===== config.mk =====
export PLATFORM = sky130hd
export DESIGN_NAME = programStatusReg
export DESIGN_NICKNAME = d
export VERILOG_FILES = /design/src/hdl/isaPkg.sv /design/src/hdl/programStatusReg.sv
export SDC_FILE = /design/constraint.sdc
export NUM_CORES = 1
export LEC_CHECK = 0
export ABC_AREA = 1
export BUFFER_PORTS_ARGS = -buffer_cell sky130_fd_sc_hd__buf_4
export CAP_MARGIN = 40
export CORE_AREA = 2 2 39 41
export DETAILED_ROUTE_END_ITERATION = 7
export DIE_AREA = 0 0 41 43
export SETUP_SLACK_MARGIN = 0.3
export SYNTH_ARGS = -nofsm -noshare
export SYNTH_HDL_FRONTEND = slang
export SYNTH_SLANG_ARGS = --single-unit

===== constraint.sdc =====
create_clock -name clk -period 0.84 [get_ports clk]
set_input_delay 0.126 -clock clk [delete_from_list [all_inputs] [get_ports clk]]
set_output_delay 0.126 -clock clk [all_outputs]
set_load 0.1 [all_outputs]

===== src/hdl/isaPkg.sv =====
/*
 * instruction set package
 * opcodes, alu ops, branch conditions, word layout and memory map
 */
`default_nettype none

package isaPkg;

	localparam int wordWidth   = 16;
	localparam int regCount    = 16;
	localparam int memDepth    = 1024;
	localparam int memAddrWidth = $clog2(memDepth);
	localparam int ioWidth     = 10;                        // switches and leds
	localparam logic [wordWidth-1:0] switchAddr = 16'h03FF; // read only
	localparam logic [wordWidth-1:0] ledAddr    = 16'h03FE; // write only

	// ext field codes for regOp, same as the immediate opcodes
	localparam logic [3:0] extAnd = 4'h1;
	localparam logic [3:0] extOr  = 4'h2;
	localparam logic [3:0] extXor = 4'h3;
	localparam logic [3:0] extAdd = 4'h5;
	localparam logic [3:0] extSub = 4'h9;
	localparam logic [3:0] extCmp = 4'hB;
	localparam logic [3:0] extMov = 4'hD;
	localparam logic [3:0] extLoad = 4'h0;    // memOp
	localparam logic [3:0] extStor = 4'h4;    // memOp
	localparam logic [3:0] extShiftRight = 4'h1; // shift, otherwise left

	typedef enum logic [3:0] {
		regOp = 4'h0, andi = 4'h1, ori = 4'h2, xori = 4'h3,
		memOp = 4'h4, addi = 4'h5, jcond = 4'h6, jal = 4'h7,
		shift = 4'h8, subi = 4'h9, cmpi = 4'hB, bcond = 4'hC,
		movi = 4'hD, lui = 4'hF
	} opcodeT;

	typedef enum logic [3:0] {
		aluAdd, aluSub, aluAnd, aluOr, aluXor, aluMov, aluLsh, aluRsh, aluPass2
	} aluOpT;

	typedef enum logic [3:0] {
		eq = 4'h0, ne = 4'h1, cs = 4'h2, cc = 4'h3,
		hi = 4'h4, ls = 4'h5, gt = 4'h6, le = 4'h7, uc = 4'hE
	} condT;

	typedef struct packed {
		logic carry;    // group one, add and sub only
		logic overflow;
		logic zero;     // group two, in1 against in2
		logic lower;
		logic negative;
	} flagsT;

	// imm8 is {ext, src}
	typedef struct packed {
		opcodeT     opcode;
		logic [3:0] dst;
		logic [3:0] ext;
		logic [3:0] src;
	} instrT;

endpackage

`default_nettype wire

===== src/hdl/programStatusReg.sv =====
/*
 * program status register
 * keeps the last latched flags and resolves branch conditions against them
 */
`timescale 1ns/1ps
`default_nettype none

module programStatusReg
	import isaPkg::*;
(
	input  logic  clk,
	input  logic  arstN,
	input  logic  en,       // arithmetic and cmp only
	input  flagsT flagsIn,
	input  condT  cond,
	output logic  condPass,
	output flagsT flags
);

	always_ff @(posedge clk or negedge arstN) begin
		if (!arstN) flags <= '0;
		else if (en) flags <= flagsIn;
	end

	always_comb begin
		case (cond)
			eq:      condPass = flags.zero;
			ne:      condPass = !flags.zero;
			cs:      condPass = flags.carry;
			cc:      condPass = !flags.carry;
			hi:      condPass = !flags.lower && !flags.zero;    // unsigned greater
			ls:      condPass = flags.lower || flags.zero;
			gt:      condPass = !flags.negative && !flags.zero; // signed greater
			le:      condPass = flags.negative || flags.zero;
			uc:      condPass = 1'b1;
			default: condPass = 1'b0; // unused codes never taken
		endcase
	end

endmodule

`default_nettype wire


; Yosys cells after proc, flatten, opt, wreduce, memory -nomap -nowiden
; Index checks and enable logic that the tools add are counted.
[word_totals]
latchBits = 0
rom_bits = 0
ff_bits = 5
ram_bits = 0
memories = 0
input_bits = 12
elab_cells = 23
[classes]
n_eq_ne = 8
div = 0
n_lt_le_gt_ge = 0
mul = 0
muxes = 1
n_reduce_logical = 9
shifts = 0
bitwise_logic = 0
add_sub_neg = 0
[op_table]
columns = cell, n
row1 = "4-bit by 3-bit equality test with 1-bit output, second input constant", 4
row2 = 1-bit one-hot mux with 9 select lines, 1
row3 = "4-bit by 2-bit equality test with 1-bit output, second input constant", 2
row4 = "4-bit by 1-bit equality test with 1-bit output, second input constant", 1
row5 = "4-bit equality test, second input constant", 1
row6 = 1-bit logical NOT, 4
row7 = 4-bit logical NOT, 1
row8 = 1-bit logical AND, 2
row9 = 1-bit logical OR, 2

; Longest topological paths before layout
[logic_depth]
depth_word = 3
ltp_mapped = 7

; Least setup slack after synthesis
; Ideal clock, no wire load.
[synth_timing]
kind = register to output
start = register flags[0] (netlist bit)
end = output condPass
path_buffers = 0
slack_ps = -1859
stages_incl_launch_ff = 7
arrival_time_ps = 2573
path_cell_list = dfrtp_1 a21oi_1 nand2_1 nand2_2 nand2_1 nand2_1 nor2_1
[synth_between]
elab_chain_len = 3
word_cells_on_any_way = 4
classes_between = mux: 1 / reduce/logical: 3
[synth_lines]
columns = item, line
row1 = from (decl), programStatusReg.sv:17  ; output flagsT flags
row2 = from (signal assigned), programStatusReg.sv:22  ; else if (en) flags <= flagsIn;
row3 = 1-bit logical NOT, programStatusReg.sv:33  ; gt: condPass = !flags.negative && !flags.zero;
row4 = 1-bit logical AND, programStatusReg.sv:33
row5 = 1-bit one-hot mux with 9 select lines *, programStatusReg.sv:26  ; case (cond)
row6 = to (decl), programStatusReg.sv:16  ; output logic condPass,
; Every way passes the cells marked *; elsewhere a longest branch is shown, timed or not.

; Worst setup path in the final report
[layout_timing]
start = register flags[2] (netlist bit)
end = output condPass
[layout_between]
elab_chain_len = 3
word_cells_on_any_way = 6
classes_between = mux: 1 / reduce/logical: 5
[layout_lines]
columns = item, line
row1 = 1-bit logical NOT, "programStatusReg.sv:28, programStatusReg.sv:31, programStatusReg.sv:33"
row2 = 1-bit logical AND (on tied branches), "programStatusReg.sv:33, programStatusReg.sv:31"
row3 = 1-bit one-hot mux with 9 select lines *, programStatusReg.sv:26
; Marks and branches as above.

==> metrics.yaml <==
sta:
  slew_violations: 0
  final_hold_viol_count: 0
  skew_ns: 0
  fin_crit_sh_pct: 178
  period_needed_ns: 1.49
  tightest_slew_ns: 0.262
  max-slew-margin-rel_pct: 82.4
  fmax_ghz: 0.670
  finalSetupViolCount: 11
  rsz0062_at_grt: "yes"
  fin_ws_ns: -0.653
die:
  start_util_pct: 19.3
  die-area_um2: 1760
  die_x_um: 41
  io_pins: 18
  die_h_um: 43
  rows: 14
  coreArea_um2: 1380
layout:
  final_common_cell: "buf_4"
  layout_common_cells: "buf_4 (17), nand2_1 (7), buf_12 (6), dfrtp_4 (5), buf_6 (5)"
  largest-register: "flags"
  area_growth_syn_to_layout_pct: 149
  fin_cells: 80
  drive_above_1_share_pct: 78.1
  top_regs: "flags (5)"
  finalInstanceArea_um2: 663
  antenna_cells: 0
  final_nets: 77
  fillers: 143
  largest_reg_flops: 5
synthesis:
  ys_seq_elements: 5
  syn-num-nets: 44
  synthCells: 32
  ys_seq_area_share_pct: 46.9
  syn-cell-area_um2: 267
  synth_area_per_cell_um2: 8.33
  yosys_warnings: 0
  ys_types: 13
clocking:
  cts_sinks: 5
  path_clk_slew_ns: 0.04
  cts.path.max_buffers: 2
  clkLatencyLatePin_ns: 0.24
  root_buffer: "clkbuf_4"
  tritoncts: "done"
  cts_max_level: 1
  cts_made_buffers: 3
hold_path:
  hold_path.class: "in -> reg"
setup_path:
  cp.arrival_ns: 1.37
  critPathCaptureType: "output port"
  reg2reg_slack_ns: -0.22
  path_max_fanout: 3
  critical_path_class: "reg -> out"
  critPathRequiredTime_ns: 0.71
  cp-start-kind: "register"
power_and_ir_drop:
  vdd_drop_max_v: 0.000880
  p_leak_nw: 0.318
  power_density_nw_per_um2: 1740
routing:
  dr.pass1.iters: 2
  drt_wl_total_um: 703
  first_iter_violations: 2
  antenna_left: 0
  num_vias: 323
  drc: 0
  post_drt_wl_per_cell_um: 8.79
  drt-vias-per-instance: 4.04
run_status:
  violations: "negative setup slack"
  outcome: "finished with violations"
global_route:
  grt_overflow: 0
  track_usage_pct: 10.8
  grt_pass1_vias: 325
  grt_max_degree: 8
  antenna_found_initial: 0
  grt_pass1_wl_um: 1260
placement:
  dp.cells: 69
  dp_hpwl_um: 505
  gp_congestion: 0.651
  io_buffers: 17
  dpl_cell_area_um2: 475
run:
  cap_violations: 0
[cells in the mapped netlist, drive strengths merged]
cell type	instances	area (um^2)
mux2	3	33.8
nand3	1	5.00
nand2	10	40.0
nor2	2	7.51
inv	5	18.8
clkbuf	1	5.00
a21oi	2	13.8
o21ai	2	10.0
o31ai	1	7.51
dfrtp	5	125
[kinds of logic after synthesis]
| kind of cell | synth area share [%] |
|---|---|
| muxes | 12.7 |
| and+or+nand+nor | 19.7 |
| DFF | 46.9 |
| AOI/OAI and AO/OA | 11.7 |
| buffers and inverters | 8.92 |
[worst max-delay path: stages (launching register included)]
cell and delay [ns]:
dfrtp_4 0.49, inv_2 0.06, nand2_1 0.04, nand3_1 0.07
nand2_2 0.07, nand2_2 0.06, nand2_2 0.05, nor2_4 0.10
buf_12 0.18
[report_power, final]
part	total, mW	switching (mW)	internal [mW]
logic	0.579	0.321	0.258
clock network	0.275	0.0952	0.179
registers	0.303	0.0227	0.280
[per-layer routing]
layer  GRT usage (%)  wire, um
met3            1.57        56
met5               0         0
met1            14.1       285
met2            14.4       351
met4            10.0        10
[cell type report]
| cell class | count | area [um^2] | share of cell area, % |
|---|---|---|---|
| well taps | 16 | 20.0 | 3.02 |
| flip-flops and latches | 5 | 144 | 21.7 |
| inverters | 5 | 18.8 | 2.83 |
| repair buffers | 29 | 314 | 47.4 |
| multi-input cells | 21 | 140 | 21.1 |
| clock buffers | 4 | 26.3 | 3.96 |
[metrics by stage]
step / TNS [ns] / setup slack [ns] / util, % / power [mW] / hold WS, ns
2_1_floorplan: -1.39 / -0.776 / - / 0.593 / -0.170
3_3_place_gp: -0.935 / -0.494 / 34.4 / 0.723 / -0.0663
3_5_place_dp: -0.943 / -0.506 / 34.4 / 0.725 / -0.0675
4_1_cts: -2.54 / -0.655 / 46.8 / 1.16 / 0.0951
5_1_grt: -2.95 / -0.719 / 47.9 / 1.22 / 0.111
6_report: -2.62 / -0.653 / 47.9 / 1.16 / 0.0978
[worst paths after layout]
| path | startpoint | endpoint | cells after the start |
|---|---|---|---|
| max | flags[2] | condPass | 8 |
| min | flagsIn[4] | flags[4] | 3 |
| max reg2reg | flags[1] | flags[1] | 3 |
| min reg2reg | flags[3] | flags[3] | 1 |
| max in group asynchronous | arstN | flags[2] | 2 |
| min in group asynchronous | arstN | flags[4] | 2 |
[what timing repair did]
item | CTS | global route
hold endpoints to repair | 5 | 0
setup endpoints to repair | 11 | 11
pin swaps | 3 | 0
gates cloned | 0 | 0
hold buffers | 1 | 0
buffers inserted | 5 | 1
resized for setup | 26 | 2
(Power assumes the default switching activity.)
