File: src/hdl/isaPkg.sv
/*
 * instruction set package
 * opcodes, alu ops, branch conditions, word layout and memory map
 */
`default_nettype none

package isaPkg;

	localparam int wordWidth   = 16;
	localparam int regCount    = 16;
	localparam int memDepth    = 1024;
	localparam int memAddrWidth = $clog2(memDepth);
	localparam int ioWidth     = 10;                        // switches and leds
	localparam logic [wordWidth-1:0] switchAddr = 16'h03FF; // read only
	localparam logic [wordWidth-1:0] ledAddr    = 16'h03FE; // write only

	// ext field codes for regOp, same as the immediate opcodes
	localparam logic [3:0] extAnd = 4'h1;
	localparam logic [3:0] extOr  = 4'h2;
	localparam logic [3:0] extXor = 4'h3;
	localparam logic [3:0] extAdd = 4'h5;
	localparam logic [3:0] extSub = 4'h9;
	localparam logic [3:0] extCmp = 4'hB;
	localparam logic [3:0] extMov = 4'hD;
	localparam logic [3:0] extLoad = 4'h0;    // memOp
	localparam logic [3:0] extStor = 4'h4;    // memOp
	localparam logic [3:0] extShiftRight = 4'h1; // shift, otherwise left

	typedef enum logic [3:0] {
		regOp = 4'h0, andi = 4'h1, ori = 4'h2, xori = 4'h3,
		memOp = 4'h4, addi = 4'h5, jcond = 4'h6, jal = 4'h7,
		shift = 4'h8, subi = 4'h9, cmpi = 4'hB, bcond = 4'hC,
		movi = 4'hD, lui = 4'hF
	} opcodeT;

	typedef enum logic [3:0] {
		aluAdd, aluSub, aluAnd, aluOr, aluXor, aluMov, aluLsh, aluRsh, aluPass2
	} aluOpT;

	typedef enum logic [3:0] {
		eq = 4'h0, ne = 4'h1, cs = 4'h2, cc = 4'h3,
		hi = 4'h4, ls = 4'h5, gt = 4'h6, le = 4'h7, uc = 4'hE
	} condT;

	typedef struct packed {
		logic carry;    // group one, add and sub only
		logic overflow;
		logic zero;     // group two, in1 against in2
		logic lower;
		logic negative;
	} flagsT;

	// imm8 is {ext, src}
	typedef struct packed {
		opcodeT     opcode;
		logic [3:0] dst;
		logic [3:0] ext;
		logic [3:0] src;
	} instrT;

endpackage

`default_nettype wire
File: src/hdl/ctrlPkg.sv
/*
 * control package
 * controller states, datapath mux selects and the control word
 */
`default_nettype none

package ctrlPkg;

	import isaPkg::*;

	typedef enum logic [2:0] {
		fetch, decode, execute, memRead, memWrite
	} stateT;

	typedef enum logic [1:0] {
		pcNext, // pc + 1
		pcReg,  // src register, jumps
		pcAlu   // pc + disp, branches
	} pcSelT;

	typedef enum logic [1:0] {
		a2Reg,     // src register
		a2Shamt,   // zero extended src field
		a2SignImm  // sign extended imm8
	} a2SelT;

	typedef enum logic [1:0] {
		rwMem, rwLink, rwAlu, rwLui
	} rwSelT;

	typedef struct packed {
		logic  pcEn;
		logic  instrEn;
		logic  rfEn;
		logic  psrEn;
		logic  memWrEn;  // port b
		logic  a1Pc;     // alu in1 from pc
		pcSelT pcSel;
		a2SelT a2Sel;
		rwSelT rwSel;
		aluOpT aluOp;
	} ctrlT;

endpackage

`default_nettype wire

File: src/hdl/controller.sv
/*
 * controller
 * fetch / decode / execute / memRead fsm, decodes opcode and ext into ctrl
 */
`timescale 1ns/1ps
`default_nettype none

module controller
	import isaPkg::*;
	import ctrlPkg::*;
(
	input  logic  clk,
	input  logic  arstN,
	input  instrT instr,
	input  logic  condPass,  // from status register
	output ctrlT  ctrl,
	output stateT state
);

	stateT stateNext;
	logic  isLoad;
	aluOpT regAluOp;   // alu op for regOp
	logic  regWrites;  // regOp writes dst
	logic  regFlags;   // regOp latches flags

	assign isLoad = (instr.opcode == memOp) && (instr.ext == extLoad);

	always_ff @(posedge clk or negedge arstN) begin
		if (!arstN) state <= fetch;
		else state <= stateNext;
	end

	always_comb begin
		case (state)
			fetch:   stateNext = decode;
			decode:  stateNext = execute;
			execute: stateNext = isLoad ? memRead : fetch;
			memRead: stateNext = fetch;
			default: stateNext = fetch; // memWrite unused, stores finish in execute
		endcase
	end

	// register ops, decoded from ext
	always_comb begin
		regWrites = 1'b1;
		regFlags  = 1'b0;
		case (instr.ext)
			extAdd: begin
				regAluOp = aluAdd;
				regFlags = 1'b1;
			end
			extSub: begin
				regAluOp = aluSub;
				regFlags = 1'b1;
			end
			extCmp: begin
				regAluOp  = aluSub; // flags only
				regFlags  = 1'b1;
				regWrites = 1'b0;
			end
			extAnd:  regAluOp = aluAnd;
			extOr:   regAluOp = aluOr;
			extXor:  regAluOp = aluXor;
			extMov:  regAluOp = aluMov;
			default: begin
				regAluOp  = aluPass2; // unknown ext is a nop
				regWrites = 1'b0;
			end
		endcase
	end

	always_comb begin
		ctrl       = '0;
		ctrl.pcSel = pcNext;
		ctrl.a2Sel = a2Reg;
		ctrl.rwSel = rwAlu;
		ctrl.aluOp = aluPass2;

		case (state)
			decode: ctrl.instrEn = 1'b1; // ir from port a
			execute: begin
				ctrl.pcEn = 1'b1; // every instruction moves the pc here
				case (instr.opcode)
					regOp: begin
						ctrl.aluOp = regAluOp;
						ctrl.rfEn  = regWrites;
						ctrl.psrEn = regFlags;
					end
					addi, subi, andi, ori, xori: begin
						ctrl.a2Sel = a2SignImm;
						ctrl.rfEn  = 1'b1;
						ctrl.psrEn = (instr.opcode == addi) || (instr.opcode == subi);
						case (instr.opcode)
							addi:    ctrl.aluOp = aluAdd;
							subi:    ctrl.aluOp = aluSub;
							andi:    ctrl.aluOp = aluAnd;
							ori:     ctrl.aluOp = aluOr;
							default: ctrl.aluOp = aluXor;
						endcase
					end
					cmpi: begin
						ctrl.a2Sel = a2SignImm;
						ctrl.aluOp = aluSub;
						ctrl.psrEn = 1'b1;
					end
					movi: begin
						ctrl.a2Sel = a2SignImm;
						ctrl.aluOp = aluMov;
						ctrl.rfEn  = 1'b1;
					end
					lui: begin
						ctrl.rwSel = rwLui; // imm8 into the upper byte
						ctrl.rfEn  = 1'b1;
					end
					shift: begin
						ctrl.a2Sel = a2Shamt;
						ctrl.aluOp = (instr.ext == extShiftRight) ? aluRsh : aluLsh;
						ctrl.rfEn  = 1'b1;
					end
					memOp: ctrl.memWrEn = (instr.ext == extStor); // load waits for memRead
					bcond: begin
						ctrl.a1Pc  = 1'b1; // pc + disp
						ctrl.a2Sel = a2SignImm;
						ctrl.aluOp = aluAdd;
						if (condPass) ctrl.pcSel = pcAlu;
					end
					jcond: if (condPass) ctrl.pcSel = pcReg;
					jal: begin
						ctrl.pcSel = pcReg;
						ctrl.rwSel = rwLink; // return address into dst
						ctrl.rfEn  = 1'b1;
					end
					default: ; // unused opcodes just step the pc
				endcase
			end
			memRead: begin
				ctrl.rwSel = rwMem; // port b data
				ctrl.rfEn  = 1'b1;
			end
			default: ; // fetch, all enables low
		endcase
	end

endmodule

`default_nettype wire

File: config.mk
export PLATFORM = sky130hd
export DESIGN_NAME = controller
export DESIGN_NICKNAME = d
export VERILOG_FILES = /design/src/hdl/isaPkg.sv /design/src/hdl/ctrlPkg.sv /design/src/hdl/controller.sv
export SDC_FILE = /design/constraint.sdc
export NUM_CORES = 1
export LEC_CHECK = 0
export ABC_CLOCK_PERIOD_IN_PS = 3500
export BUFFER_PORTS_ARGS = -buffer_cell sky130_fd_sc_hd__buf_2
export CORE_AREA = 2 2 39 41
export DETAILED_ROUTE_END_ITERATION = 6
export DIE_AREA = 0 0 41 43
export PLACE_DENSITY = 0.81
export SLEW_MARGIN = 5
export SYNTH_ARGS = -nofsm -noshare
export SYNTH_HDL_FRONTEND = slang
export SYNTH_SLANG_ARGS = --single-unit
File: constraint.sdc
create_clock -name clk -period 3.5 [get_ports clk]
set_input_delay 0.35 -clock clk [delete_from_list [all_inputs] [get_ports clk]]
set_output_delay 0.35 -clock clk [all_outputs]
set_load 0.01 [all_outputs]
# == Word level (Yosys, flattened, before mapping) ==
# Cells that the tools add are included.
# word_totals
in_bits,19
romBits,0
n_memories,0
regBits,3
latchBits,0
mem_bits_rw,0
elab_cells,59
# op_classes
n_addsub,0
magnitude_cmp,0
n_mul,0
mux,23
bitwise,0
n_div,0
n_eq_ne,24
shifts,0
reduce_logical,11
# ops
cell,count
$pmux W4 S6,2
$eq A4 B4 Y1 const B,9
$eq A4 B3 Y1 const B,6
$eq A4 B2 Y1 const B,4
$pmux W2 S2,3
$pmux W2 S3,2
$pmux W3 S4,1
$reduce_or A9 Y1,1
$eq A4 B1 Y1 const B,2
$logic_not A4 Y1,2
$mux W1,8
$reduce_or A8 Y1,1
$mux W7,1
$eq A3 B2 Y1 const B,2
$reduce_or A6 Y1,1
$reduce_or A5 Y1,1
$mux W2,2
$mux W4,1
$pmux W1 S2,2
$eq A3 B1 Y1 const B,1
$logic_not A3 Y1,1
$pmux W1 S3,1
$reduce_or A3 Y1,1
$reduce_or A2 Y1,1
other kinds (2),2

# == Depth between registers and ports, before layout ==
# logic_depth
depth_word,5
ltp_mapped,5
depth_no_buf,4

# == Worst setup path after synthesis ==
# OpenSTA, ideal clock, no wires.
# synth_path
path_kind,input to output
startpoint,input instr[4] in the netlist's numbering
endpoint,output ctrl[0] in the netlist's numbering
n_path_buf,1
setup_slack_ns,1.761
t_arrival_ns,1.389
stages,5
t_required_ns,3.150
path_cell_list,buf_6 > nor4b_2 > a311oi_1 > or4_1 > a21oi_1
# synth_lines
element,line,text
"start, declared",controller.sv:14,"input instrT instr,"
"end, declared",controller.sv:16,"output ctrlT ctrl,"

==> impl_results.md <==
- Avg Inst Size Synth: 6.40 um^2
- Final Hold Fails: 0
- Global-route wire length before repair: 2070 um
- Num CTS Buffers: 3
- First DRT Iteration DRCs: 9
- Via Count: 659
- Pin count of the biggest net entering global routing: 15
- Synth top area share: 10.0%
- Reg2reg path depth: 2
- HPWL after detailed placement: 1020 um
- Worst-skew pair later-pin latency: 0.22 ns
- Largest delay contributor family on the critical path: simple AND/OR/NAND/NOR gates
- WHS: 0.458 ns
- RSZ-0062 raised after global routing: false
- Synth cell types: 36
- Max VDD drop: 0.244 mV
- Nets: about 120
- Die Wd: 41 um
- Crit start category: primary input
- Maxcap violations: 0
- LEAKAGE: 0.308 nW
- Initial Util: 36.1%
- Ports: 38
- #FFs+latches synth: 2
- Reg2reg setup slack: 2.57 ns
- Fmax achieved: 525 MHz
- Critical path type: in2out
- Via density: 5.58
- CP cell instances: buf_2 > or2_1 > nor4_1 > nand2_1 > nor3_1 > buf_2
- RR Endpoint: state[1]$_DFF_PN0_
- Setup Fix Bufs, Post-CTS: 0
- Reg with most FFs: state
- Synth area leaders: dfrtp_1 (10%), nand2_1 (7.5%), nor2_1 (6.0%)
- Count of final setup violators: 0
- CTS tree: yes
- DRT Wirelength: 1350 um
- Most frequent CP cell: buf_2
- Avg WL per Cell: 11.4 um
- CP required: around 3.2 ns
- Vias in the first global route: 512
- Drt first pass iters: 4
- CP peak stage delay: 0.33 ns
- Initial antenna violation count: 0
- Worst setup endpoint: ctrl[11]
- Max reg flops: 2
- HP Class: in2async
- Slowest-stage cell, CP: nor4_1
- Area Overhead vs Synth: 29.8%
- Row Count: 14
- Ys Warns: 0
- Die footprint: 1760 um^2
- Post-synth top area cell: dfrtp_1
- Commonest non-fill, non-tap cells in the layout: buf_2 (28), nand2_1 (10), nor2_1 (8), o21ai_0 (5), a21oi_1 (5)
- Pwr Density: 390 nW/um^2
- CP Max Fanout: 11
- # diodes: 0
- Crit. Startpoint: instr[12]
- Clock root buffer: clkbuf_4
- Critical Path Stages: 6
- DRC viols: 0
- Total clock sinks: 2
- Die Span Y: 43 um
- Buffers added on ports: 28
- Post-Route Skew: 0.000984 ns
- Final GP Congestion: 0.860
- Critical Path AT: around 1.6 ns
- Core ar.: around 1400 um^2
- Crit path capture type: output pin
- Period utilization: ~54%
- Reg-to-reg startpoint: state[0]$_DFF_PN0_
- Total grt overflow: 0
- Final Slew Violations: 0
- Sum of buffers and inverters on the critical path: 2
- Sequential share of the synthesized area: 10.0%
- H-tree depth: 1
- Total GRT Usage: ~16%
- Commonest non-fill, non-tap cell in the layout: buf_2
- Clock slew at reported path FFs: 0.03 ns
- Setup TNS: 0 ns
- Post-Synthesis Cells: 78
- Min Tclk post-route: 1.90 ns
- Synthesized Nets: slightly below 100
- Cell Area, Synth: 499 um^2
- Run status: finished clean
- Biggest regs: state: 2 flops
- Share of layout cells above drive strength 1: 35.3%
- Antenna viol nets, final: 0
- Clock buffer depth: 2
worst reg2reg max path, stage by stage, from the launching register on:
cell	delay, ns
dfrtp_1	0.41
nand2b_1	0.27
o21bai_1	0.18
stage by stage:
stage	cells	power (mW)	instance area, um^2	worst slack (ns)	util [%]
after floorplan	78	0.144	499	1.76	-
after global placement	114	0.198	616	1.61	44.5
after detailed placement	114	0.202	616	1.60	44.5
after CTS	118	0.257	648	1.58	46.8
after global routing	118	0.275	648	1.44	46.8
final	118	0.253	648	1.60	46.8
where the power goes:
group	switching (mW)	leakage, nW	total (mW)	internal [mW]
clock	0.0129	0.0138	0.0507	0.0378
sequential	0.0144	0.0248	0.0486	0.0342
combinational	0.0886	0.269	0.154	0.0650
per-layer routing:
metal  global-route usage (%)  share of wire, %  vias to the layer above
met3                        0               4.2                        0
li1                         -                 -                      325
met5                        0                 0                        -
met2                     27.2                57                       26
met1                     21.2                39                      308
met4                     6.00                 0                        0
how the worst min path moves through the flow:
| stage | endpoint | slack, ns | cells after the start |
|---|---|---|---|
| after floorplan | state[0]$_DFF_PN0_ | 0.05 | 0 |
| after CTS | state[1]$_DFF_PN0_ | 0.43 | 2 |
| final | state[1]$_DFF_PN0_ | 0.46 | 2 |
| after global placement | state[0]$_DFF_PN0_ | 0.13 | 1 |
| after detailed placement | state[0]$_DFF_PN0_ | 0.14 | 1 |
| after global routing | state[0]$_DFF_PN0_ | 0.46 | 2 |
kinds of logic (layout without fill, tap and decap cells):
| family | count (synthesis) | in the layout | share of synthesized area [%] |
|---|---|---|---|
| AO/OA/AOI/OAI | 22 | 22 | 28.8 |
| XOR/XNOR | 2 | 2 | 3.51 |
| buffers and inverters | 10 | 34 | 10.3 |
| flip-flops | 2 | 2 | 10.0 |
| multiplexers | 2 | 2 | 4.51 |
| other | 1 | 1 | 0.751 |
| AND/OR/NAND/NOR | 39 | 39 | 42.1 |
repair_timing:
item / in CTS / in global routing
resized for setup: 0 / 0
hold buffers: 1 / 0
hold endpoints to repair: 2 / 0
cell type report:
class	instances	area (um^2)
Multi-Input combinational cell	66	398
Sequential cell	2	50.0
Tap cell	16	20.0
Fill cell	143	736
Inverter	2	7.51
Clock buffer	3	22.5
Timing Repair Buffer	29	150
synthesized netlist by cell type, drive strengths merged:
cell type  number
inv             2
nor4            1
a21o            1
a21boi          1
o21bai          1
and2            1
a21oi           5
or2             2
a22o            2
dfrtp           2
o211ai          1
a31oi           1
nand2b          4
and3            1
or4             1
a211oi          1
a311oi          1
mux2            2
nor2            8
conb            1
o21ai           5
buf             4
nor4b           2
nor2b           4
clkbuf          4
xor2            2
nor3            5
o32ai           1
nand2          10
a32oi           1
o22ai           1
Note: power is estimated with default switching activity, not from simulation.
