[src/hdl/isaPkg.sv]
/*
 * instruction set package
 * opcodes, alu ops, branch conditions, word layout and memory map
 */
`default_nettype none

package isaPkg;

	localparam int wordWidth   = 16;
	localparam int regCount    = 16;
	localparam int memDepth    = 1024;
	localparam int memAddrWidth = $clog2(memDepth);
	localparam int ioWidth     = 10;                        // switches and leds
	localparam logic [wordWidth-1:0] switchAddr = 16'h03FF; // read only
	localparam logic [wordWidth-1:0] ledAddr    = 16'h03FE; // write only

	// ext field codes for regOp, same as the immediate opcodes
	localparam logic [3:0] extAnd = 4'h1;
	localparam logic [3:0] extOr  = 4'h2;
	localparam logic [3:0] extXor = 4'h3;
	localparam logic [3:0] extAdd = 4'h5;
	localparam logic [3:0] extSub = 4'h9;
	localparam logic [3:0] extCmp = 4'hB;
	localparam logic [3:0] extMov = 4'hD;
	localparam logic [3:0] extLoad = 4'h0;    // memOp
	localparam logic [3:0] extStor = 4'h4;    // memOp
	localparam logic [3:0] extShiftRight = 4'h1; // shift, otherwise left

	typedef enum logic [3:0] {
		regOp = 4'h0, andi = 4'h1, ori = 4'h2, xori = 4'h3,
		memOp = 4'h4, addi = 4'h5, jcond = 4'h6, jal = 4'h7,
		shift = 4'h8, subi = 4'h9, cmpi = 4'hB, bcond = 4'hC,
		movi = 4'hD, lui = 4'hF
	} opcodeT;

	typedef enum logic [3:0] {
		aluAdd, aluSub, aluAnd, aluOr, aluXor, aluMov, aluLsh, aluRsh, aluPass2
	} aluOpT;

	typedef enum logic [3:0] {
		eq = 4'h0, ne = 4'h1, cs = 4'h2, cc = 4'h3,
		hi = 4'h4, ls = 4'h5, gt = 4'h6, le = 4'h7, uc = 4'hE
	} condT;

	typedef struct packed {
		logic carry;    // group one, add and sub only
		logic overflow;
		logic zero;     // group two, in1 against in2
		logic lower;
		logic negative;
	} flagsT;

	// imm8 is {ext, src}
	typedef struct packed {
		opcodeT     opcode;
		logic [3:0] dst;
		logic [3:0] ext;
		logic [3:0] src;
	} instrT;

endpackage

`default_nettype wire
[src/hdl/ctrlPkg.sv]
/*
 * control package
 * controller states, datapath mux selects and the control word
 */
`default_nettype none

package ctrlPkg;

	import isaPkg::*;

	typedef enum logic [2:0] {
		fetch, decode, execute, memRead, memWrite
	} stateT;

	typedef enum logic [1:0] {
		pcNext, // pc + 1
		pcReg,  // src register, jumps
		pcAlu   // pc + disp, branches
	} pcSelT;

	typedef enum logic [1:0] {
		a2Reg,     // src register
		a2Shamt,   // zero extended src field
		a2SignImm  // sign extended imm8
	} a2SelT;

	typedef enum logic [1:0] {
		rwMem, rwLink, rwAlu, rwLui
	} rwSelT;

	typedef struct packed {
		logic  pcEn;
		logic  instrEn;
		logic  rfEn;
		logic  psrEn;
		logic  memWrEn;  // port b
		logic  a1Pc;     // alu in1 from pc
		pcSelT pcSel;
		a2SelT a2Sel;
		rwSelT rwSel;
		aluOpT aluOp;
	} ctrlT;

endpackage

`default_nettype wire

[src/hdl/datapath.sv]
/*
 * datapath
 * pc, instruction register, alu/register file and the operand,
 * pc and write back muxes
 */
`timescale 1ns/1ps
`default_nettype none

module datapath
	import isaPkg::*;
	import ctrlPkg::*;
(
	input  logic                 clk,
	input  logic                 arstN,
	input  ctrlT                 ctrl,
	input  logic [wordWidth-1:0] memDataA,    // instruction word
	input  logic [wordWidth-1:0] memDataB,    // load data
	output logic [wordWidth-1:0] memAddrA,
	output logic [wordWidth-1:0] memAddrB,
	output logic [wordWidth-1:0] memWriteData,
	output instrT                instr,
	output flagsT                aluFlags
);

	logic [wordWidth-1:0] pc;
	logic [wordWidth-1:0] pcPlus;      // also the jal link
	logic [wordWidth-1:0] pcIn;
	logic [wordWidth-1:0] signImm;
	logic [wordWidth-1:0] luiVal;
	logic [wordWidth-1:0] aluIn1;
	logic [wordWidth-1:0] aluIn2;
	logic [wordWidth-1:0] aluResult;
	logic [wordWidth-1:0] rfWriteData;
	logic [wordWidth-1:0] readData1;   // dst register
	logic [wordWidth-1:0] readData2;   // src register

	always_ff @(posedge clk or negedge arstN) begin
		if (!arstN) begin
			pc    <= '0;
			instr <= '0;
		end else begin
			if (ctrl.pcEn) pc <= pcIn;
			if (ctrl.instrEn) instr <= instrT'(memDataA);
		end
	end

	assign pcPlus  = pc + 1'b1;
	assign signImm = {{8{instr.ext[3]}}, instr.ext, instr.src}; // imm8 sign extended
	assign luiVal  = {instr.ext, instr.src, 8'h00};

	assign aluIn1 = ctrl.a1Pc ? pc : readData1;

	always_comb begin
		case (ctrl.a2Sel)
			a2Shamt:   aluIn2 = {{(wordWidth-4){1'b0}}, instr.src};
			a2SignImm: aluIn2 = signImm;
			default:   aluIn2 = readData2;
		endcase
	end

	always_comb begin
		case (ctrl.pcSel)
			pcReg:   pcIn = readData2;
			pcAlu:   pcIn = aluResult;   // branch target
			default: pcIn = pcPlus;
		endcase
	end

	always_comb begin
		case (ctrl.rwSel)
			rwMem:   rfWriteData = memDataB;
			rwLink:  rfWriteData = pcPlus;
			rwLui:   rfWriteData = luiVal;
			default: rfWriteData = aluResult;
		endcase
	end

	assign memAddrA     = pc;
	assign memAddrB     = readData2;  // address in src
	assign memWriteData = readData1;  // store data from dst

	registerFile u_registerFile (
		.clk       (clk),
		.arstN     (arstN),
		.writeEn   (ctrl.rfEn),
		.dstAddr   (instr.dst),
		.srcAddr   (instr.src),
		.writeData (rfWriteData),
		.readData1 (readData1),
		.readData2 (readData2)
	);

	alu u_alu (
		.aluOp  (ctrl.aluOp),
		.in1    (aluIn1),
		.in2    (aluIn2),
		.result (aluResult),
		.flags  (aluFlags)
	);

endmodule

`default_nettype wire

[src/hdl/registerFile.sv]
/*
 * register file
 * 16 x 16, two combinational reads (dst, src), one write to dst
 */
`timescale 1ns/1ps
`default_nettype none

module registerFile
	import isaPkg::*;
(
	input  logic                 clk,
	input  logic                 arstN,
	input  logic                 writeEn,
	input  logic [3:0]           dstAddr,
	input  logic [3:0]           srcAddr,
	input  logic [wordWidth-1:0] writeData,
	output logic [wordWidth-1:0] readData1,
	output logic [wordWidth-1:0] readData2
);

	logic [wordWidth-1:0] regs [regCount];

	always_ff @(posedge clk or negedge arstN) begin
		if (!arstN) begin
			for (int i = 0; i < regCount; i++) begin
				regs[i] <= '0;
			end
		end else if (writeEn) begin
			regs[dstAddr] <= writeData; // results always land in dst
		end
	end

	assign readData1 = regs[dstAddr]; // alu in1, store data
	assign readData2 = regs[srcAddr]; // alu in2, load/store address, jump target

endmodule

`default_nettype wire

[src/hdl/alu.sv]
/*
 * alu
 * result plus carry/overflow from add and sub, compare flags from in1 vs in2
 */
`timescale 1ns/1ps
`default_nettype none

module alu
	import isaPkg::*;
(
	input  aluOpT                aluOp,
	input  logic [wordWidth-1:0] in1,
	input  logic [wordWidth-1:0] in2,
	output logic [wordWidth-1:0] result,
	output flagsT                flags
);

	logic [wordWidth:0] sum;  // msb is carry out
	logic [wordWidth:0] diff; // msb is borrow

	assign sum  = {1'b0, in1} + {1'b0, in2};
	assign diff = {1'b0, in1} - {1'b0, in2};

	always_comb begin
		result         = '0;
		flags.carry    = 1'b0;
		flags.overflow = 1'b0;

		case (aluOp)
			aluAdd: begin
				result         = sum[wordWidth-1:0];
				flags.carry    = sum[wordWidth];
				// same sign in, other sign out
				flags.overflow = (in1[wordWidth-1] == in2[wordWidth-1]) &&
					(sum[wordWidth-1] != in1[wordWidth-1]);
			end
			aluSub: begin
				result         = diff[wordWidth-1:0];
				flags.carry    = diff[wordWidth];   // borrow
				flags.overflow = (in1[wordWidth-1] != in2[wordWidth-1]) &&
					(diff[wordWidth-1] != in1[wordWidth-1]);
			end
			aluAnd:           result = in1 & in2;
			aluOr:            result = in1 | in2;
			aluXor:           result = in1 ^ in2;
			aluLsh:           result = in1 << in2[3:0]; // 4 bit amount
			aluRsh:           result = in1 >> in2[3:0]; // logical
			aluMov, aluPass2: result = in2;             // pass2 is the idle op
			default:          result = '0;
		endcase

		// group two is a plain compare, so cmp is sub with no write back
		flags.zero     = (in1 == in2);
		flags.lower    = (in1 < in2);                   // unsigned
		flags.negative = ($signed(in1) < $signed(in2)); // signed
	end

endmodule

`default_nettype wire

[config.mk]
export PLATFORM = sky130hd
export DESIGN_NAME = datapath
export DESIGN_NICKNAME = d
export VERILOG_FILES = /design/src/hdl/isaPkg.sv /design/src/hdl/ctrlPkg.sv /design/src/hdl/datapath.sv /design/src/hdl/registerFile.sv /design/src/hdl/alu.sv
export SDC_FILE = /design/constraint.sdc
export NUM_CORES = 1
export LEC_CHECK = 0
export BUFFER_PORTS_ARGS = -buffer_cell sky130_fd_sc_hd__buf_2
export CORE_MARGIN = 3
export CORE_UTILIZATION = 43
export CTS_CLUSTER_DIAMETER = 80
export DETAILED_ROUTE_END_ITERATION = 8
export PLACE_DENSITY = 0.6
export SLEW_MARGIN = 0
export SYNTH_ARGS = -nofsm -noshare
export SYNTH_HDL_FRONTEND = slang
export SYNTH_SLANG_ARGS = --single-unit
[constraint.sdc]
create_clock -name clk -period 4.85 [get_ports clk]
set_input_delay 0.485 -clock clk [delete_from_list [all_inputs] [get_ports clk]]
set_output_delay 0.485 -clock clk [all_outputs]
set_load 0.05 [all_outputs]
Word-level counts from Yosys, hierarchy flattened

Index checks and enable logic that the tools add are counted.
Widths: inputs -> output; s select.

Add/sub/neg operators: 3
Magnitude comparators: 5
Eq/ne operators: 19
Shift operators: 2
Multiplexer cells: 15
Bitwise operators: 5
Reduce and logical (&&, ||, !) cells: 6

Operators with widths:

| operator              | number |
|---|---|
| $bwmux 256            | 1 |
| $bmux 16 s4           | 2 |
| $pmux 16 s8           | 1 |
| $mux 16               | 6 |
| $demux 16 s4          | 1 |
| $pmux 16 s2           | 2 |
| $pmux 16 s3           | 1 |
| $lt 16x16->1          | 2 |
| $add 16x16->17        | 1 |
| $sub 16x16->17        | 1 |
| $add 16x1->16 const B | 1 |
| $and 16x16->16        | 1 |
| $eq 16x16->1          | 1 |
| $eq 4x3->1 const B    | 4 |
| $or 16x16->16         | 1 |
| $shl 16x4->16         | 1 |
| $shr 16x4->16         | 1 |
| $xor 16x16->16        | 1 |
| $ge 5x5->1 const B    | 2 |
| $not 4->5             | 2 |
| $eq 4x2->1 const B    | 2 |
| $eq 2x1->1 const B    | 3 |
| $eq 2x2->1 const B    | 3 |
| $lt 5x1->1 const B    | 1 |
| other kinds (9)       | 13 |

Flip-flop bits (word level): 288
Output and inout port bits: 69
Logic and storage cells: 76

Depth between registers and ports, before layout

Gate-level depths: netlist of the first run.

Depth in word-level cells: 9
Mapped depth: 25

Modules after synthesis

From an unflattened synthesis of the first run, not the netlist that was laid out.

Cell total of the unflattened synthesis: 1,712
Area, all modules: 20,011.7 µm²

By module, submodules not included:

| module       | times used | cells each | area an instance (µm²) | seq. area each (µm²) |
|---|---|---|---|---|
| registerFile | 1          | 850        | 13,466.7               | 6,406.1 |
| alu          | 1          | 575        | 3,912.5                | 0.0 |
| datapath     | 1          | 287        | 2,632.5                | 800.8 |

Worst setup path after synthesis of the first run

OpenSTA, ideal clock, no wires.

Kind: register to output
From: register instr[0] (netlist bit)
To: output port aluFlags[3] (netlist bit)
Arrival: 6.436 ns
Required time: 4.365 ns
Path slack: -2.071 ns
Cell stages (with the launch flop): 23
Path buffers: 8
Path through: dfrtp_1 buf_6 buf_12 buf_12 buf_12 buf_12 buf_4 buf_4 mux4_2 nand2_1 a31oi_1 a21oi_1 ha_1 clkbuf_1 nand3_1 nor2_1 a2111oi_0 o41ai_1 nand2_1 nand2b_1 a21oi_1 xnor2_1 o31ai_1

RTL lines:

| element                | line           | text |
|---|---|---|
| from (decl)            | datapath.sv:21 | `output instrT instr,` |
| from (signal assigned) | datapath.sv:43 | `if (ctrl.instrEn) instr <= instrT'(memDataA);` |
| to (decl)              | datapath.sv:22 | `output flagsT aluFlags` |

==> results of run 1 <==
-- through the flow --
stage / setup slack, ps / std cells / hold WS (ps)
floorplan: -294 / 2150 / 189
global placement: -349 / 2981 / 474
detailed placement: -371 / 2981 / 485
CTS: -384 / 3074 / 28.7
global route: -518 / 3113 / 53.3
finish: -396 / 3113 / -22.4
-- timing repair --
action	in CTS	in global routing
endpoints found under the hold margin	0	0
pin swaps	37	105
resized for setup	104	197
buffers inserted	25	38
gates cloned	3	4
setup endpoints to repair	204	217
-- sequential cells by signal, indices dropped and copies added (netlist names) --
signal and flops:
instr 16, memAddrA 16, u_registerFile.regs 256
-- kinds of logic (layout without fill, tap and decap cells) --
| kind of cell | after synthesis | in the layout | synth area share |
|---|---|---|---|
| AOI/OAI and AO/OA | 653 | 654 | 0.200 |
| and+or+nand+nor | 621 | 621 | 0.131 |
| xor gates and xnor gates | 23 | 23 | 0.00966 |
| DFF | 288 | 288 | 0.346 |
| adders and majority gates | 58 | 58 | 0.0355 |
| buffers and inverters | 236 | 582 | 0.0594 |
| muxes | 271 | 271 | 0.219 |
| other | 0 | 1 | 0 |
-- placed cells by master (no fill, tap or decap), drive strengths merged, types with 8 or more instances in the layout --
cell	count
a21oi	183
buf	451
nand2	230
and3	16
o21a	10
inv	67
clkbuf	56
or3	10
xnor2	19
nand2b	13
mux2i	69
o221ai	8
and2	10
a211oi	42
o211ai	16
a31oi	16
o21ai	225
o31ai	8
nor2b	27
o22ai	9
nor3	45
nand3	36
a22oi	8
nor2	202
a221oi	18
a21o	18
dfrtp	288
o21bai	9
mux4	134
ha	56
a221o	14
mux2	68
-- worst paths after layout --
path                                            to  cells after the start  slack [ps]
setup / recovery                       aluFlags[3]                     20        -400
hold / removal             u_registerFile.regs[21]                      1         -20
setup reg to reg           u_registerFile.regs[31]                     26        -320
hold reg to reg            u_registerFile.regs[36]                      2         500
max in group asynchronous  u_registerFile.regs[50]                      2        3670
min in group clk                         instr[12]                      2         160
-- critical path, cell delays in order, from the launching register on --
cell and delay (ps):
dfrtp_4 480, buf_12 150, buf_8 120, mux4_2 490
and2_4 170, a211oi_2 270, a31oi_4 100, a21oi_4 250
ha_4 250, buf_4 170, a21oi_2 150, o21ai_2 100
a2111oi_4 310, buf_4 200, o41ai_4 70, nand2_1 110
nand2b_1 80, a21oi_2 170, xnor2_2 110, o31ai_4 260
buf_6 190
-- power groups by stage --
stage,Sequential [mW],Combinational (mW),Clock (mW)
4_1_cts,4.13,7.63,2.88
3_3_place_gp,4.10,7.11,0
3_5_place_dp,4.16,7.24,0
6_report,4.19,8.38,2.85
5_1_grt,4.27,8.87,2.98
2_1_floorplan,3.96,4.74,0
-- layout make-up --
type	instances	area [µm²]	area share
antenna	1	2.50	0.0000927
clock buffer	52	1080	0.0401
clock inverter	13	186	0.00691
inverter	62	240	0.00890
multi-input combinational	1627	13800	0.511
sequential	288	7220	0.268
tap	615	769	0.0285
timing repair buffer	455	3710	0.137
-- layer usage --
metal,GRT usage,share of wire,vias to the layer above
met5,0,0.00013,-
met1,0.434,0.40,10100
li1,-,-,8645
met2,0.507,0.46,1127
met4,0.135,0.046,2
met3,0.0567,0.093,242
==> metrics.md, run 1 <==
| Metric | Value |
|---|---|
| Outcome | `finished, violations left` |
| Failing checks | `hold timing, setup timing` |
| Clock share of power | `0.185` |
| Most common cell in the netlist | `dfrtp_1` |
| Type of the tightest min-delay check | `in2async` |
| Overall power | `15.4 mW` |
| Die area | `0.0512 mm²` |
| Post-DRT Antenna Nets | `0` |
| Number of synthesized register bits | `288` |
| Vias in the first global route | `19,300` |
| Required time worst endpoint | `4370 ps` |
| Switch share | `0.426` |
| Endpoints failing setup | `70` |
| Unrepaired setup endpoints after global routing | `yes` |
| CTS root buf | `clkbuf_16` |
| Initial core utilization | `0.436` |
| Synthesized Nets | `2,258` |
| Worst ir drop on vdd | `0.000296 V` |
| Dpl cell area | `0.0239 mm²` |
| Detailed placement HPWL | `60,600 µm` |
| Comb pwr share | `0.543` |
| Crit path DAT | `4760 ps` |
| Worst slew pin tran | `1320 ps` |
| Int Power | `8.85 mW` |
| Avg Cell Area, Syn | `9.70 µm²` |
| CP startpoint | `instr[0]` |
| Final worst setup slack | `-396 ps` |
| CTS buffer count | `36` |
| Residual DRC | `0` |
| Final GP Congestion | `1.08` |
| Synth top area share | `0.346` |
| Max cap viols | `0` |
| Cell area after layout | `0.0270 mm²` |
| Net Sw Power | `6.58 mW` |
| IO buf count | `116` |
| Cts hold-fix bufs | `0` |
| CP max FO | `7` |
| Final worst-path cycle share | `1.08` |
| IO Count | `119` |
| Final setup TNS | `-12,780 ps` |
| Buffer levels on the longest clock path | `3` |
| Clock transition at path regs | `60 ps` |
| Slew HR | `0.118` |
| Async set-or-reset flop fraction in the synthesized netlist | `1.00` |
| Fin. Hold Viols | `7` |
| Top FF cell, synth | `dfrtp_1` |
| Synth top cells by count | `288 x dfrtp_1, 230 x nand2_1, 216 x o21ai_0` |
| FF-to-FF Start | `instr[0]` |
| Die width | `226 µm` |
| DR vias | `20,100` |
| Achievable Freq | `0.191 GHz` |
| Final core utilization | `0.564` |
| Crit path launch type | `flip-flop` |
| GRT overflow | `0` |
| Reg power frac | `0.272` |
| Clock insertion delay at the later pin of the skew report | `560 ps` |
| Gr usage total | `0.320` |
| Pwr Density | `572 mW/mm²` |
| DR iter-0 viols | `2,412` |
| Pre-antenna DRT Iters | `6` |
| Clock Sinks | `288` |
| Critical path type | `reg2out` |
| EDFF count, synth | `0` |
| Leak Pwr | `11.5 nW` |
| Largest net degree at the start of global routing | `105` |
| DR WL/cell | `27.1 µm` |
| Core area | `0.0478 mm²` |
| Post-Route WL | `84,300 µm` |
| Synth-to-Final Area Change | `29.5%` |
| Mapped cell area | `0.0208 mm²` |
| Area contributors post-synth | `dfrtp_1 35%, mux4_2 12%, o21ai_0 5.2%, nand2_1 4.1%, a21oi_1 4.1%` |
| Final Skew | `30.3 ps` |
| TritonCTS clock tree | `yes` |
| Mapped Cells | `2,150` |
| Post-synth top area cell | `dfrtp_1` |
| # rows | `80` |
| Vias per std cell | `6.46` |
| Crit. End Element | `primary output` |
| FILL cells | `4,170` |
| YS warnings | `0` |
| Max Transition Viols Final | `0` |
| Nets | `2,578` |
| Seq/Total Area, Yosys | `0.346` |
| Min Hold Slack | `-22.4 ps` |
| Minimum clock period after layout | `5250 ps` |
| First-pass GRT wire length | `124,000 µm` |
| Die height | `226 µm` |
| Share of cells above drive strength 1 | `0.384` |
| Count of different cell masters after synthesis | `92` |
| Initial antenna violation count | `4` |
| CTS H-tree depth | `2` |
Power figures use the tool's default switching activity.
==> run 2: changes to the inputs <==
--- a/config.mk
+++ b/config.mk
@@ -8,10 +8,12 @@
 export BUFFER_PORTS_ARGS = -buffer_cell sky130_fd_sc_hd__buf_2
 export CORE_MARGIN = 3
 export CORE_UTILIZATION = 43
+export CTS_BUF_LIST = sky130_fd_sc_hd__clkbuf_8
 export CTS_CLUSTER_DIAMETER = 80
 export DETAILED_ROUTE_END_ITERATION = 8
+export GPL_TIMING_DRIVEN = 0
 export PLACE_DENSITY = 0.6
-export SLEW_MARGIN = 0
+export SLEW_MARGIN = 20
 export SYNTH_ARGS = -nofsm -noshare
 export SYNTH_HDL_FRONTEND = slang
 export SYNTH_SLANG_ARGS = --single-unit
==> run 2 against run 1 <==
Net effect: the run ends with setup timing left; routed wire length grew 15%; core utilization is 0.62 points higher; largest cell class unchanged; cell area rose by 1.1%; sequential share of layout area is 0.32 points lower; non-clock buffer count is 7 higher; clock skew grew 18 ps; global-route usage up 4.9 points; via count rose by 4.8%; die area is the same.
==> metrics.md, run 2 (same netlist as run 1, synthesis figures left out) <==
| Metric | Value |
|---|---|
| Critical path type | `reg2out (unchanged)` |
| Crit path max-delay cell type | `a2111oi_4 (was mux4_2)` |
| IO Count | `119 (unchanged)` |
| Clock Sinks | `288 (unchanged)` |
| Final worst-path cycle share | `1.21 (was 1.08)` |
| Post-Route WL | `97,000 µm (was 84,300 µm)` |
| Buffer levels on the longest clock path | `3 (unchanged)` |
| TritonCTS clock tree | `yes (unchanged)` |
| Final worst setup slack | `-1030 ps (was -396 ps)` |
| Required time worst endpoint | `4370 ps (about the same)` |
| Clock insertion delay at the later pin of the skew report | `680 ps (was 560 ps)` |
| DR vias | `21,100 (was 20,100)` |
| Worst slew pin tran | `1240 ps (was 1320 ps)` |
| Commonest cells after routing, fill and taps aside | `282 x dfrtp_1, 226 x nand2_1, 192 x o21ai_0, 164 x nor2_1, 135 x buf_4 (was 285 x buf_4, 281 x dfrtp_1, 226 x nand2_1, 191 x o21ai_0, 172 x nor2_1)` |
| Leak Pwr | `11.4 nW (was 11.5 nW)` |
| Post-DRT Antenna Nets | `0 (unchanged)` |
| CTS buffer count | `51 (was 36)` |
| Pre-antenna DRT Iters | `8 (was 6)` |
| Clock transition at path regs | `60 ps (about the same)` |
| Achievable Freq | `0.170 GHz (was 0.191 GHz)` |
| Unrepaired setup endpoints after global routing | `yes (unchanged)` |
| Die height | `226 µm (unchanged)` |
| Initial antenna violation count | `4 (unchanged)` |
| CTS root buf | `clkbuf_8 (was clkbuf_16)` |
| GRT overflow | `0 (unchanged)` |
| Max reg flops | `256 (unchanged)` |
| Final cell count without fillers | `3,143 (was 3,113)` |
| # rows | `80 (unchanged)` |
| Top reg by flops | `u_registerFile.regs (unchanged)` |
| Die width | `226 µm (unchanged)` |
| Max cap viols | `0 (unchanged)` |
| Final core utilization | `0.570 (was 0.564)` |
| Nets | `2,599 (was 2,578)` |
| Max Transition Viols Final | `0 (unchanged)` |
| Crit path launch type | `flip-flop (unchanged)` |
| Synth-to-Final Area Change | `30.9% (was 29.5%)` |
| Crit. End Element | `primary output (unchanged)` |
| Initial core utilization | `0.436 (unchanged)` |
| Residual DRC | `0 (unchanged)` |
| Vias in the first global route | `20,100 (was 19,300)` |
| Share of cells above drive strength 1 | `0.376 (was 0.384)` |
| Commonest non-fill, non-tap cell in the layout | `dfrtp_1 (was buf_4)` |
| Post-placement worst setup slack | `-2180 ps (was -371 ps)` |
| Die area | `0.0512 mm² (unchanged)` |
| Final GP Congestion | `1.01 (was 1.08)` |
| Final setup TNS | `-87,860 ps (was -12,780 ps)` |
| Vias per std cell | `6.70 (was 6.46)` |
| Largest net degree at the start of global routing | `96 (was 105)` |
| DR iter-0 viols | `2,913 (was 2,412)` |
| Type of the tightest min-delay check | `in2reg (was in2async)` |
| CTS H-tree depth | `2 (unchanged)` |
| Slew HR | `0.167 (was 0.118)` |
| CP most frequent cell | `buf_16` |
| Minimum clock period after layout | `5880 ps (was 5250 ps)` |
| Crit path DAT | `5400 ps (was 4760 ps)` |
| Detailed placement HPWL | `69,200 µm (was 60,600 µm)` |
| Fin. Hold Viols | `0 (was 7)` |
| Placed Instances | `2,889 (was 2,981)` |
| DR WL/cell | `30.9 µm (was 27.1 µm)` |
| Final Skew | `48.4 ps (was 30.3 ps)` |
| Outcome | `finished, violations left (unchanged)` |
| CP delay by family, top | `compound AO/OA/AOI/OAI gates (unchanged)` |
| Bufs and invs on worst path | `9 (was 5)` |
| Overall power | `15.5 mW (was 15.4 mW)` |
| CP max FO | `8 (was 7)` |
| Slowest stage delay, CP | `470 ps (was 490 ps)` |
| FILL cells | `4,156 (was 4,170)` |
| Failing checks | `setup timing (was hold timing, setup timing)` |
| Endpoints failing setup | `225 (was 70)` |
| IO buf count | `114 (was 116)` |
| First-pass GRT wire length | `137,000 µm (was 124,000 µm)` |
| Gr usage total | `0.368 (was 0.320)` |
| Pwr Density | `566 mW/mm² (was 572 mW/mm²)` |
| Core area | `0.0478 mm² (unchanged)` |
| Worst ir drop on vdd | `0.000257 V (was 0.000296 V)` |
| Worst-path cell chain | `buf_8, buf_12, buf_12, buf_16, buf_16, buf_16, mux4_2, and2_1, a211oi_4, a31oi_4, a21oi_4, buf_6, inv_4, ha_4, a21oi_2, o21ai_2, a2111oi_4, o41ai_2, nand2_1, nand2b_1, a21oi_2, xnor2_2, o31ai_4, buf_6 (was buf_12, buf_8, mux4_2, and2_4, a211oi_2, a31oi_4, a21oi_4, ha_4, buf_4, a21oi_2, o21ai_2, a2111oi_4, buf_4, o41ai_4, nand2_1, nand2b_1, a21oi_2, xnor2_2, o31ai_4, buf_6)` |
==> run 2: final timing paths <==
path                                        start                 endpoint  slack [ps]  cells after the start
min reg2reg                u_registerFile.regs[4]   u_registerFile.regs[4]         510                      2
min                                  memDataA[10]                instr[10]          40                      2
min in group asynchronous                   arstN  u_registerFile.regs[62]         260                      2
max reg2reg                              instr[0]  u_registerFile.regs[79]        -950                     25
max in group asynchronous                   arstN                 instr[2]        3020                      5
max                                      instr[0]              aluFlags[3]       -1030                     24
==> run 2: repair_timing <==
action / in CTS / in global routing
hold endpoints to repair: 25 / 0
cloned: 7 / 6
buffers inserted: 110 / 55
hold buffers: 3 / 0
resized for setup: 284 / 197
endpoints found under the setup margin: 279 / 270
pin swaps: 79 / 90
==> run 2: layout make-up <==
| type | count | area, µm² | share of cell area |
|---|---|---|---|
| clock buffers | 63 | 867 | 0.0318 |
| diodes | 1 | 2.50 | 0.0000917 |
| flip-flops and latches | 288 | 7210 | 0.264 |
| clock inverters | 26 | 184 | 0.00674 |
| plain buffers | 159 | 1320 | 0.0482 |
| multi-input cells | 1626 | 14200 | 0.521 |
| repair buffers | 303 | 2480 | 0.0909 |
| well taps | 615 | 769 | 0.0282 |
| inverters | 62 | 248 | 0.00908 |
==> run 2: where the power goes <==
part	switching [mW]	internal, mW
clock	1.13	1.24
sequential	0.907	3.32
combinational	5.06	3.80
==> run 2: routing by layer <==
| metal | vias up | track usage | share of wire |
|---|---|---|---|
| met5 | - | 0 | 0.00026 |
| met4 | 4 | 0.213 | 0.067 |
| met3 | 401 | 0.104 | 0.13 |
| met2 | 1626 | 0.548 | 0.43 |
| met1 | 10400 | 0.482 | 0.37 |
| li1 | 8683 | - | - |
==> run 2: metrics by stage <==
step	cell area, µm²	hold slack, ps
2_1_floorplan	21300	189
3_3_place_gp	22600	474
3_5_place_dp	22800	341
4_1_cts	26000	4.40
5_1_grt	27300	31.4
6_report	27300	40.5
